**config.mk**
```make
export PLATFORM = sky130hd
export DESIGN_NAME = eeprom_host
export DESIGN_NICKNAME = d
export VERILOG_FILES = /design/src/logic/i2c_pkg.sv /design/src/logic/mem_pkg.sv /design/src/logic/bus_op_if.sv /design/src/logic/frame_if.sv /design/src/logic/frame_shifter.sv /design/src/logic/bit_engine.sv /design/src/logic/eeprom_seq.sv /design/src/logic/eeprom_host.sv
export SDC_FILE = /design/constraint.sdc
export NUM_CORES = 1
export LEC_CHECK = 0
export BUFFER_PORTS_ARGS = -buffer_cell sky130_fd_sc_hd__clkbuf_2
export CORE_MARGIN = 2
export CORE_UTILIZATION = 60
export DETAILED_ROUTE_END_ITERATION = 16
export PLACE_DENSITY = 0.84
export SYNTH_ARGS = -nofsm -noshare
export SYNTH_HDL_FRONTEND = slang
export SYNTH_HIERARCHICAL = 1
export SYNTH_SLANG_ARGS = --single-unit
```
**constraint.sdc**
```tcl
create_clock -name CLK -period 4.15 [get_ports CLK]
set_input_delay 0.83 -clock CLK [delete_from_list [all_inputs] [get_ports CLK]]
set_output_delay 0.83 -clock CLK [all_outputs]
set_load 0.03 [all_outputs]
```
**src/logic/i2c_pkg.sv**
```systemverilog
package i2c_pkg;

    // one byte as it travels on the two-wire bus
    typedef logic [7:0] byte_t;

    // 24Cxx device type code, upper nibble of the control byte
    localparam logic [3:0] DEV_CODE = 4'b1010;

    // counter width over the four quarters of a bit slot
    localparam int QUARTER_BITS = 2;

    typedef enum logic [1:0] {
        op_start,
        op_stop,
        op_write,
        op_read
    } bus_op_t;

    typedef enum logic [1:0] {
        ph_idle,
        ph_cond,  // start or stop
        ph_byte   // nine bit slots
    } bit_phase_t;

endpackage

```
**src/logic/mem_pkg.sv**
```systemverilog
package mem_pkg;

    typedef logic [10:0] addr_t;  // 2048 bytes
    typedef logic [2:0] block_t;  // A10..A8

    // sequencer states, one per bus operation plus idle and done
    typedef enum logic [3:0] {
        s_idle,
        s_start,
        s_ctrl_w,
        s_addr,
        s_data_w,
        s_restart,
        s_ctrl_r,
        s_data_r,
        s_stop,
        s_done
    } seq_state_t;

endpackage

```
**src/logic/bus_op_if.sv**
```systemverilog
`timescale 1ns/1ps

interface bus_op_if;
    import i2c_pkg::*;

    bus_op_t op;
    logic    go;           // one-cycle request strobe
    byte_t   tx_byte;
    logic    master_nack;  // level sent in the ack slot of a read
    logic    done;         // one-cycle pulse, operation finished
    byte_t   rx_byte;
    logic    slave_nack;

    modport seq (output op, go, tx_byte, master_nack, input done, rx_byte, slave_nack);
    modport engine (input op, go, tx_byte, master_nack, output done, rx_byte, slave_nack);

endinterface

```
**src/logic/frame_if.sv**
```systemverilog
`timescale 1ns/1ps

interface frame_if;
    import i2c_pkg::*;

    logic  load;
    byte_t tx_byte;     // all ones for a read
    logic  ack_bit;
    logic  shift;
    logic  sda_sample;
    logic  rx_bit;      // line level to capture
    logic  out_bit;     // bit for the coming slot
    logic  last_slot;
    byte_t rx_byte;
    logic  ack_seen;

    modport engine (output load, tx_byte, ack_bit, shift, sda_sample, rx_bit,
                    input out_bit, last_slot, rx_byte, ack_seen);
    modport shifter (input load, tx_byte, ack_bit, shift, sda_sample, rx_bit,
                     output out_bit, last_slot, rx_byte, ack_seen);

endinterface

```
**src/logic/frame_shifter.sv**
```systemverilog
`timescale 1ns/1ps

module frame_shifter (
    input  logic      CLK,
    input  logic      RESET,
    frame_if.shifter  frm
);

    logic [8:0] sr;    // sr[8] is the bit on the wire
    logic [3:0] slot;

    // sampled bit replaces the sent one, then the register rotates,
    // so after eight rotations sr holds {ack, rx7..rx0}
    always_ff @(posedge CLK)
    begin
        if (frm.load)
            sr <= {frm.tx_byte, frm.ack_bit};
        else if (frm.sda_sample)
            sr[8] <= frm.rx_bit;
        else if (frm.shift)
            sr <= {sr[7:0], sr[8]};
    end

    always_ff @(posedge CLK)
    begin
        if (RESET)
            slot <= '0;
        else if (frm.load)
            slot <= '0;
        else if (frm.shift)
            slot <= slot + 1'b1;
    end

    // next bit for the pad, valid with load or shift
    assign frm.out_bit = frm.load ? frm.tx_byte[7] : sr[7];
    assign frm.last_slot = (slot == 4'd8);
    assign frm.rx_byte = sr[7:0];
    assign frm.ack_seen = sr[8];  // ack slot level in the last slot

endmodule

```
**src/logic/bit_engine.sv**
```systemverilog
`timescale 1ns/1ps

module bit_engine (
    input  logic     CLK,
    input  logic     RESET,
    bus_op_if.engine bus,
    frame_if.engine  frm,
    output logic     scl,
    output logic     sda_drive_low,
    input  logic     sda_in
);
    import i2c_pkg::*;

    bit_phase_t              phase;
    logic [QUARTER_BITS-1:0] q;     // quarter within the current slot
    bus_op_t                 op_r;
    logic                    q_last;
    logic                    q_sample;
    logic                    byte_op;

    assign q_last = (q == '1);
    assign q_sample = (q == QUARTER_BITS'(2));
    assign byte_op = (bus.op == op_write) || (bus.op == op_read);

    // low in q0 and q1, high otherwise and while idle
    assign scl = (phase == ph_idle) || q[QUARTER_BITS-1];

    // read: data slots released, ack slot from the sequencer
    assign frm.load = bus.go && (phase == ph_idle) && byte_op;
    assign frm.tx_byte = (bus.op == op_read) ? '1 : bus.tx_byte;
    assign frm.ack_bit = (bus.op == op_read) ? bus.master_nack : 1'b1;
    assign frm.sda_sample = (phase == ph_byte) && q_sample;
    assign frm.shift = (phase == ph_byte) && q_last && !frm.last_slot;
    assign frm.rx_bit = sda_in;

    assign bus.done = q_last && ((phase == ph_cond) || ((phase == ph_byte) && frm.last_slot));
    assign bus.rx_byte = frm.rx_byte;
    assign bus.slave_nack = frm.ack_seen;

    always_ff @(posedge CLK)
    begin
        if (RESET)
        begin
            phase <= ph_idle;
            q <= '0;
            op_r <= op_start;
            sda_drive_low <= 1'b0;
        end
        else if (phase == ph_idle)
        begin
            if (bus.go)
            begin
                op_r <= bus.op;
                q <= '0;
                case (bus.op)
                    op_start:
                    begin
                        phase <= ph_cond;
                        sda_drive_low <= 1'b0;  // released until q3
                    end
                    op_stop:
                    begin
                        phase <= ph_cond;
                        sda_drive_low <= 1'b1;  // low until q3
                    end
                    default:
                    begin
                        phase <= ph_byte;
                        sda_drive_low <= ~frm.out_bit;  // first data bit at q0
                    end
                endcase
            end
        end
        else
        begin
            q <= q + 1'b1;
            // SDA edge while SCL is high
            if ((phase == ph_cond) && q_sample)
                sda_drive_low <= (op_r == op_start);
            if (q_last)
            begin
                if ((phase == ph_cond) || frm.last_slot)
                    phase <= ph_idle;  // line held as is until next op
                else
                    sda_drive_low <= ~frm.out_bit;
            end
        end
    end

endmodule

```
**src/logic/eeprom_seq.sv**
```systemverilog
`timescale 1ns/1ps

module eeprom_seq (
    input  logic            CLK,
    input  logic            RESET,
    input  logic            wr,
    input  logic            rd,
    input  mem_pkg::addr_t  addr,
    input  i2c_pkg::byte_t  wdata,
    output i2c_pkg::byte_t  rdata,
    output logic            ack,
    output logic            ack_err,
    output logic            busy,
    bus_op_if.seq           bus
);
    import i2c_pkg::*;
    import mem_pkg::*;

    seq_state_t state;
    seq_state_t next_state;
    logic       go_r;
    logic       is_rd;
    logic       start_req;
    addr_t      addr_r;
    byte_t      wdata_r;
    block_t     blk;

    assign start_req = (state == s_idle) && (wr || rd);
    assign blk = addr_r[10:8];

    assign ack = (state == s_done);
    assign busy = (state != s_idle) && (state != s_done);

    assign bus.go = go_r;
    assign bus.master_nack = (state == s_data_r);  // single byte read ends with NACK

    always_comb
    begin
        bus.op = op_write;
        bus.tx_byte = addr_r[7:0];
        case (state)
            s_start:
            begin
                bus.op = op_start;
                next_state = s_ctrl_w;
            end
            s_ctrl_w:
            begin
                bus.tx_byte = {DEV_CODE, blk, 1'b0};
                next_state = s_addr;
            end
            s_addr:
                next_state = is_rd ? s_restart : s_data_w;
            s_data_w:
            begin
                bus.tx_byte = wdata_r;
                next_state = s_stop;
            end
            s_restart:
            begin
                bus.op = op_start;
                next_state = s_ctrl_r;
            end
            s_ctrl_r:
            begin
                bus.tx_byte = {DEV_CODE, blk, 1'b1};
                next_state = s_data_r;
            end
            s_data_r:
            begin
                bus.op = op_read;
                next_state = s_stop;
            end
            s_stop:
            begin
                bus.op = op_stop;
                next_state = s_done;
            end
            default:
                next_state = state;
        endcase
        // abort at the first missing acknowledge
        if ((bus.op == op_write) && bus.slave_nack)
            next_state = s_stop;
    end

    always_ff @(posedge CLK)
    begin
        if (RESET)
        begin
            state <= s_idle;
            go_r <= 1'b0;
            is_rd <= 1'b0;
            ack_err <= 1'b0;
            rdata <= '0;
        end
        else
        begin
            go_r <= 1'b0;
            case (state)
                s_idle:
                    if (start_req)
                    begin
                        state <= s_start;
                        go_r <= 1'b1;
                        is_rd <= !wr;  // write wins
                        ack_err <= 1'b0;
                    end
                s_done:
                    state <= s_idle;
                default:
                    if (bus.done)
                    begin
                        state <= next_state;
                        go_r <= (next_state != s_done);
                        if ((bus.op == op_write) && bus.slave_nack)
                            ack_err <= 1'b1;
                        if (state == s_data_r)
                            rdata <= bus.rx_byte;
                    end
            endcase
        end
    end

    // request payload
    always_ff @(posedge CLK)
    begin
        if (start_req)
        begin
            addr_r <= addr;
            wdata_r <= wdata;
        end
    end

endmodule

```
**src/logic/eeprom_host.sv**
```systemverilog
`timescale 1ns/1ps

module eeprom_host (
    input  logic            CLK,
    input  logic            RESET,
    input  logic            wr,
    input  logic            rd,
    input  mem_pkg::addr_t  addr,
    input  i2c_pkg::byte_t  wdata,
    output i2c_pkg::byte_t  rdata,
    output logic            ack,
    output logic            ack_err,
    output logic            busy,
    output logic            scl,
    output logic            sda_drive_low,  // to open-drain pad
    input  logic            sda_in
);

    bus_op_if bus_op ();
    frame_if  frame ();

    eeprom_seq seq0 (
        .CLK     (CLK),
        .RESET   (RESET),
        .wr      (wr),
        .rd      (rd),
        .addr    (addr),
        .wdata   (wdata),
        .rdata   (rdata),
        .ack     (ack),
        .ack_err (ack_err),
        .busy    (busy),
        .bus     (bus_op.seq)
    );

    bit_engine engine0 (
        .CLK           (CLK),
        .RESET         (RESET),
        .bus           (bus_op.engine),
        .frm           (frame.engine),
        .scl           (scl),
        .sda_drive_low (sda_drive_low),
        .sda_in        (sda_in)
    );

    frame_shifter shifter0 (
        .CLK   (CLK),
        .RESET (RESET),
        .frm   (frame.shifter)
    );

endmodule

```
# After elaboration in Yosys (flattened, before gate mapping)
# Index checks and enable logic that the tools add are counted.
# word_totals
regBits,54
input_bits,24
out_inout_bits,13
elab_cells,118
# classes
n_addsub,2
n_eq_ne,22
n_mux,35
bitwise,3
n_reduce_logical,42
# op_table
operator,count
case mux 4 bit (7 select lines),1
case mux 8 bit (3 select lines),1
2-to-1 mux 9 bit,2
== test 4 x 3 -> 1 bit (second input constant),4
2-to-1 mux 8 bit,2
2-to-1 mux 1 bit,14
2-to-1 mux 2 bit,7
== test 4 bit (second input constant),3
2-to-1 mux 4 bit,3
logical AND 1 bit,11
== test 2 bit (second input constant),5
nonzero test 2 bit,5
OR reduction 2 bit,5
== test 4 x 2 -> 1 bit (second input constant),2
inequality test 4 bit (second input constant),2
case mux 4 bit (2 select lines),1
AND reduction 2 bit,4
logical NOT 2 bit,3
case mux 1 bit (2 select lines),3
case mux 2 bit (3 select lines),1
AND reduction 3 bit,2
nonzero test 3 bit,2
logical OR 1 bit,5
adder 4 x 1 -> 4 bit (second input constant),1
10 further kinds,15

# Longest topological paths before layout
# depth
depth_word,11
depth_mapped,12
depth_no_buf,10

# Cells and area by module
# Netlist, hierarchy kept.
# by_module_without_submodules
mod,instances,cells_per_inst,area_per_inst_um2
eeprom_seq,1,149,1529.0
frame_shifter,1,50,674.4
bit_engine,1,71,533.0

# Worst setup path after synthesis
# OpenSTA, ideal clock, no wires.
# synth_path
path_kind,reg2reg
start,register seq0.state[2]
end,register shifter0.sr[0] (data pin)
setup_ps,260
arrival_ps,1933
setup_slack_ps,1956
path_stages_with_launch,10
path_buffers,3
period_less_slack_ps,2194
path_cell_list,dfxtp_1 clkbuf_2 clkinv_1 and3_1 o21ai_0 nand3_1 inv_1 buf_6 buf_6 mux2_4
# synth_via
elab_chain_len,7
# synth_lines
element,line,source
"start, declared",eeprom_seq.sv:19,seq_state_t state;
"start signal, assigned",eeprom_seq.sv:91,state <= s_idle;
"start signal, assigned",eeprom_seq.sv:104,state <= s_start;
"start signal, assigned",eeprom_seq.sv:110,state <= s_idle;
== test 4 x 1 -> 1 bit or == test 4 x 3 -> 1 bit (tied branches),eeprom_seq.sv:41,case (state)
OR reduction 2 bit (no source line),--,
case mux 2 bit (3 select lines) *,eeprom_seq.sv:41,
net bus_op.op[1],bus_op_if.sv:6,bus_op_t op;
== test 2 bit,bit_engine.sv:23,assign byte_op = (bus.op == op_write) || (bus.op == op_read);
logical OR 1 bit *,bit_engine.sv:23,
logical AND 1 bit *,bit_engine.sv:29,assign frm.load = bus.go && (phase == ph_idle) && byte_op;
net frame.load,frame_if.sv:6,logic load;
2-to-1 mux 9 bit *,frame_shifter.sv:16,if (frm.load)
"end signal, assigned",frame_shifter.sv:17,"sr <= {frm.tx_byte, frm.ack_bit};"
"end signal, assigned",frame_shifter.sv:21,"sr <= {sr[7:0], sr[8]};"
"end, declared",frame_shifter.sv:9,logic [8:0] sr;
# The timed path passes the listed nets; every way through them passes the cells marked *.
# A chain may end at the register's enable or synchronous reset.

# Worst setup path after layout
# layout_path
start,register seq0.state[2]
end,register engine0.sda_drive_low
# layout_via
elab_chain_len,11
# layout_lines
element,line,source
== test 4 x 1 -> 1 bit or == test 4 x 3 -> 1 bit (tied branches),eeprom_seq.sv:41,
OR reduction 2 bit (no source line),--,
case mux 2 bit (3 select lines) *,eeprom_seq.sv:41,
net bus_op.op[1],bus_op_if.sv:6,
== test 2 bit,bit_engine.sv:23,
logical OR 1 bit *,bit_engine.sv:23,
logical AND 1 bit *,bit_engine.sv:29,
net frame.load,frame_if.sv:6,
2-to-1 mux 1 bit *,frame_shifter.sv:35,assign frm.out_bit = frm.load ? frm.tx_byte[7] : sr[7];
net frame.out_bit,frame_if.sv:12,logic out_bit;
NOT 1 bit *,"bit_engine.sv:69, bit_engine.sv:85",
case mux 1 bit (2 select lines) or 2-to-1 mux 1 bit (tied branches),"bit_engine.sv:55, bit_engine.sv:82",
"2-to-1 mux 1 bit, on equally long branches","bit_engine.sv:51, bit_engine.sv:80",
2-to-1 mux 1 bit *,bit_engine.sv:49,else if (phase == ph_idle)
"end signal, assigned",bit_engine.sv:69,sda_drive_low <= ~frm.out_bit;
"end signal, assigned",bit_engine.sv:79,sda_drive_low <= (op_r == op_start);
"end signal, assigned",bit_engine.sv:85,sda_drive_low <= ~frm.out_bit;
"end, declared",bit_engine.sv:9,"output logic sda_drive_low,"
# The timed path passes the listed nets; every way through them passes the cells marked *. The select of a mux whose other input is x is not followed.

==> flow_summary.toml <==
[drt]
met3_wirelength_um = 306
routed_wl_um = 4940
route.top_layer_used = "met4"
postRouteAntennaNets = 0
post_drt_wl_per_cell_um = 14.2
drt_iter0_drc = 139
post_drt_via_cell_ratio = 5.71
drcViolationCount = 0
drt_first_pass_iters = 4
drt-met1-wl_um = 2220
wl_met2_um = 2360
vias = 1981

[global_route]
grtUsageTotal = 0.200
antenna_found_initial = 0
overflow = 0
grt_pass1_vias = 1807
grt_pass1_wl_um = 8010
grt_max_degree = 26

[place]
placed_area_mm2 = 0.00285
numPortBuffers = 36
dp_cells = 339
gp_congestion = 0.828
hpwl_um = 3620

[timing]
hold_violations = 0
fin_tns_setup_ns = 0
worst_pin_slew_ns = 0.622
clock_skew_ns = 0.0121
holdWs_ns = 0.469
timing.fmax_mhz = 329
max_slew_margin = 0.581
period_share = 0.733
rsz0062_at_grt = "no"
min_period_ns = 3.04
setup_viol = 0
slew_viol_final = 0

[yosys]
syn_inst = 270
synth_common_cells = "nor2_1, edfxtp_1, dfxtp_1"
synth_top_flop_cell = "edfxtp_1"
synth_seq_area_share = 0.497
synth_area_leaders = "edfxtp_1, dfxtp_1, mux2i_1"
mappedNetlistNets = 298
synth_compound_area_frac = 0.134
synth-seq-cells = 54
synth_edf_count = 28
synthArstFlopShare = 0
yosys_warnings = 6
synth_area_mm2 = 0.00274
synth_top_family_by_area = "simple AND/OR/NAND/NOR gates"
synth_xor_area_frac = 0.00320
synth_top_area_cell = "edfxtp_1"
synth.area.mux_share = 0.0892
synth_top_area_frac = 0.307
synth_most_common_cell = "nor2_1"
synth_area_per_cell_um2 = 10.1
yosys.area_share.simple = 0.184
yosys.cell_types.count = 52
synth_fa_ha_area_frac = 0.0183

[worst_hold_path]
min_path_cells = 2
hp-class = "reg -> reg"
holdPathEnd = "seq0/ack_err$_SDFFE_PP0P_"
holdCritStartpoint = "seq0/ack_err$_SDFFE_PP0P_"

[clock_network]
worstSkewPairLatency_ns = 0.32
htree_levels = 2
clockBufferDepth = 2
cts_tree = "yes"
clk_pin_slew_ns = 0.09
postCtsSetupBuffers = 0
clock-sinks = 54
numCtsBuffers = 5
postCtsHoldBufs = 0
cts-resized-gates = 0
cts-root-buf = "clkbuf_8"

[die]
die_h_um = 71.5
start_util = 0.624
rows = 24
dieArea_mm2 = 0.00512
core_mm2 = 0.00438
io-pin-count = 37
die_w_um = 71.5

[critical_path]
arrival_ns = 3.22
endpoint_kind = "register"
r2r-end = "engine0/sda_drive_low$_SDFFE_PP0P_"
required_ns = 4.33
critical_path_class = "reg -> reg"
rr_worst_depth = 9
rrSetupSlack_ns = 1.11
worstPathMaxFanout = 18
regToRegStartpoint = "seq0/state[2]$_SDFFE_PP0P_"
startpoint_type = "register"

[layout]
n_fill_cell = 350
area_growth_pct = 8.18
antennaDiodeCount = 0
instances_no_fill = 347
finalNetCount = 322
drive_gt1_frac = 0.224
finish.instance_area_mm2 = 0.00296

[pwr]
p_per_area_mw_per_mm2 = 350
leakagePower_nw = 1.17
power.total_w = 0.00104
vdd_drop_max_mv = 0.251

[outcome]
status = "finished, final reports clean"

[flow_run]
cap_violations = 0
area by class of cell:
class	count	area [um2]	share of cell area
flip-flops and latches	54	1360	0.460
inverters	15	56.3	0.0190
clock inverters	2	38.8	0.0131
repair buffers	38	195	0.0659
multi-input cells	180	1170	0.396
clock buffers	6	72.6	0.0245
well taps	52	65.1	0.0220
logic make-up (layout without fill, tap and decap cells):
logic type / after synthesis / in the layout
adder cells (fa/ha/maj): 4 / 4
AND/OR/NAND/NOR: 94 / 94
buffers and inverters: 36 / 61
AO/OA/AOI/OAI: 60 / 60
flip-flops: 54 / 54
multiplexers: 21 / 21
XOR/XNOR: 1 / 1
state kept, by name, indices dropped and copies added, names as in the netlist, 2 cells and up:
name	count
shifter0/slot	4
engine0/op_r	2
seq0/wdata_r	8
shifter0/sr	9
seq0/state	4
engine0/phase	2
seq0/addr_r	11
engine0/q	2
seq0/rdata	8
where the power goes:
group	internal [W]	total [W]	switching, W
clock network	0.000181	0.000351	0.000170
logic	0.0000374	0.0000857	0.0000483
registers	0.000585	0.000599	0.0000140
total	0.000803	0.00104	0.000233
placed cells by master, fill, tap and decap left out, types with 2 or more instances in the layout:
cell type	Yosys	routed
mux2_4	6	6
buf_4	10	2
a22oi_1	3	3
nand2b_1	11	11
a2bb2oi_1	2	2
nand3_1	2	2
mux2i_1	12	12
edfxtp_1	28	28
nand2_1	17	17
and3_1	6	6
nand3b_1	4	4
a221oi_1	2	2
a21oi_1	18	18
ha_1	4	4
mux2_2	2	2
nor3_1	3	3
clkbuf_8	0	5
nor3b_1	2	2
or3_1	4	4
or2_2	4	4
a31oi_1	3	3
dfxtp_1	26	26
nor2_1	31	31
o21bai_1	2	2
o21ai_0	19	19
a211oi_1	3	3
inv_1	13	13
clkbuf_2	1	36
metrics by stage:
stage / utilization / setup WS, ns
6_report: 0.675 / 1.11
5_1_grt: 0.675 / 0.846
4_1_cts: 0.675 / 1.16
3_5_place_dp: 0.650 / 1.19
3_3_place_gp: 0.650 / 1.38
2_1_floorplan: - / 1.96
worst max-delay path: stages (launching register included):
cell and delay (ns):
dfxtp_1 0.62, clkinv_1 0.37, and3_1 0.28, o21ai_0 0.39, nand3_1 0.20, inv_1 0.48, nand2_1 0.13, o21ai_0 0.13
a2bb2oi_1 0.21, a21oi_1 0.08
metal layers:
layer	GRT usage	vias to the layer above
met5	0	-
met4	0.0734	0
met3	0.0534	5
met2	0.321	69
met1	0.263	911
li1	-	996
worst max-delay path by stage:
stage,to,cells after the start,startpoint
global placement,shifter0/sr[2]$_DFFE_PP_,6,seq0/state[2]$_SDFFE_PP0P_
detailed placement,engine0/sda_drive_low$_SDFFE_PP0P_,9,seq0/state[2]$_SDFFE_PP0P_
floorplan,shifter0/sr[0]$_DFFE_PP_,9,seq0/state[2]$_SDFFE_PP0P_
CTS,engine0/sda_drive_low$_SDFFE_PP0P_,9,seq0/state[2]$_SDFFE_PP0P_
finish,engine0/sda_drive_low$_SDFFE_PP0P_,9,seq0/state[2]$_SDFFE_PP0P_
global route,engine0/sda_drive_low$_SDFFE_PP0P_,9,seq0/state[2]$_SDFFE_PP0P_
Power figures use the tool's default switching activity.
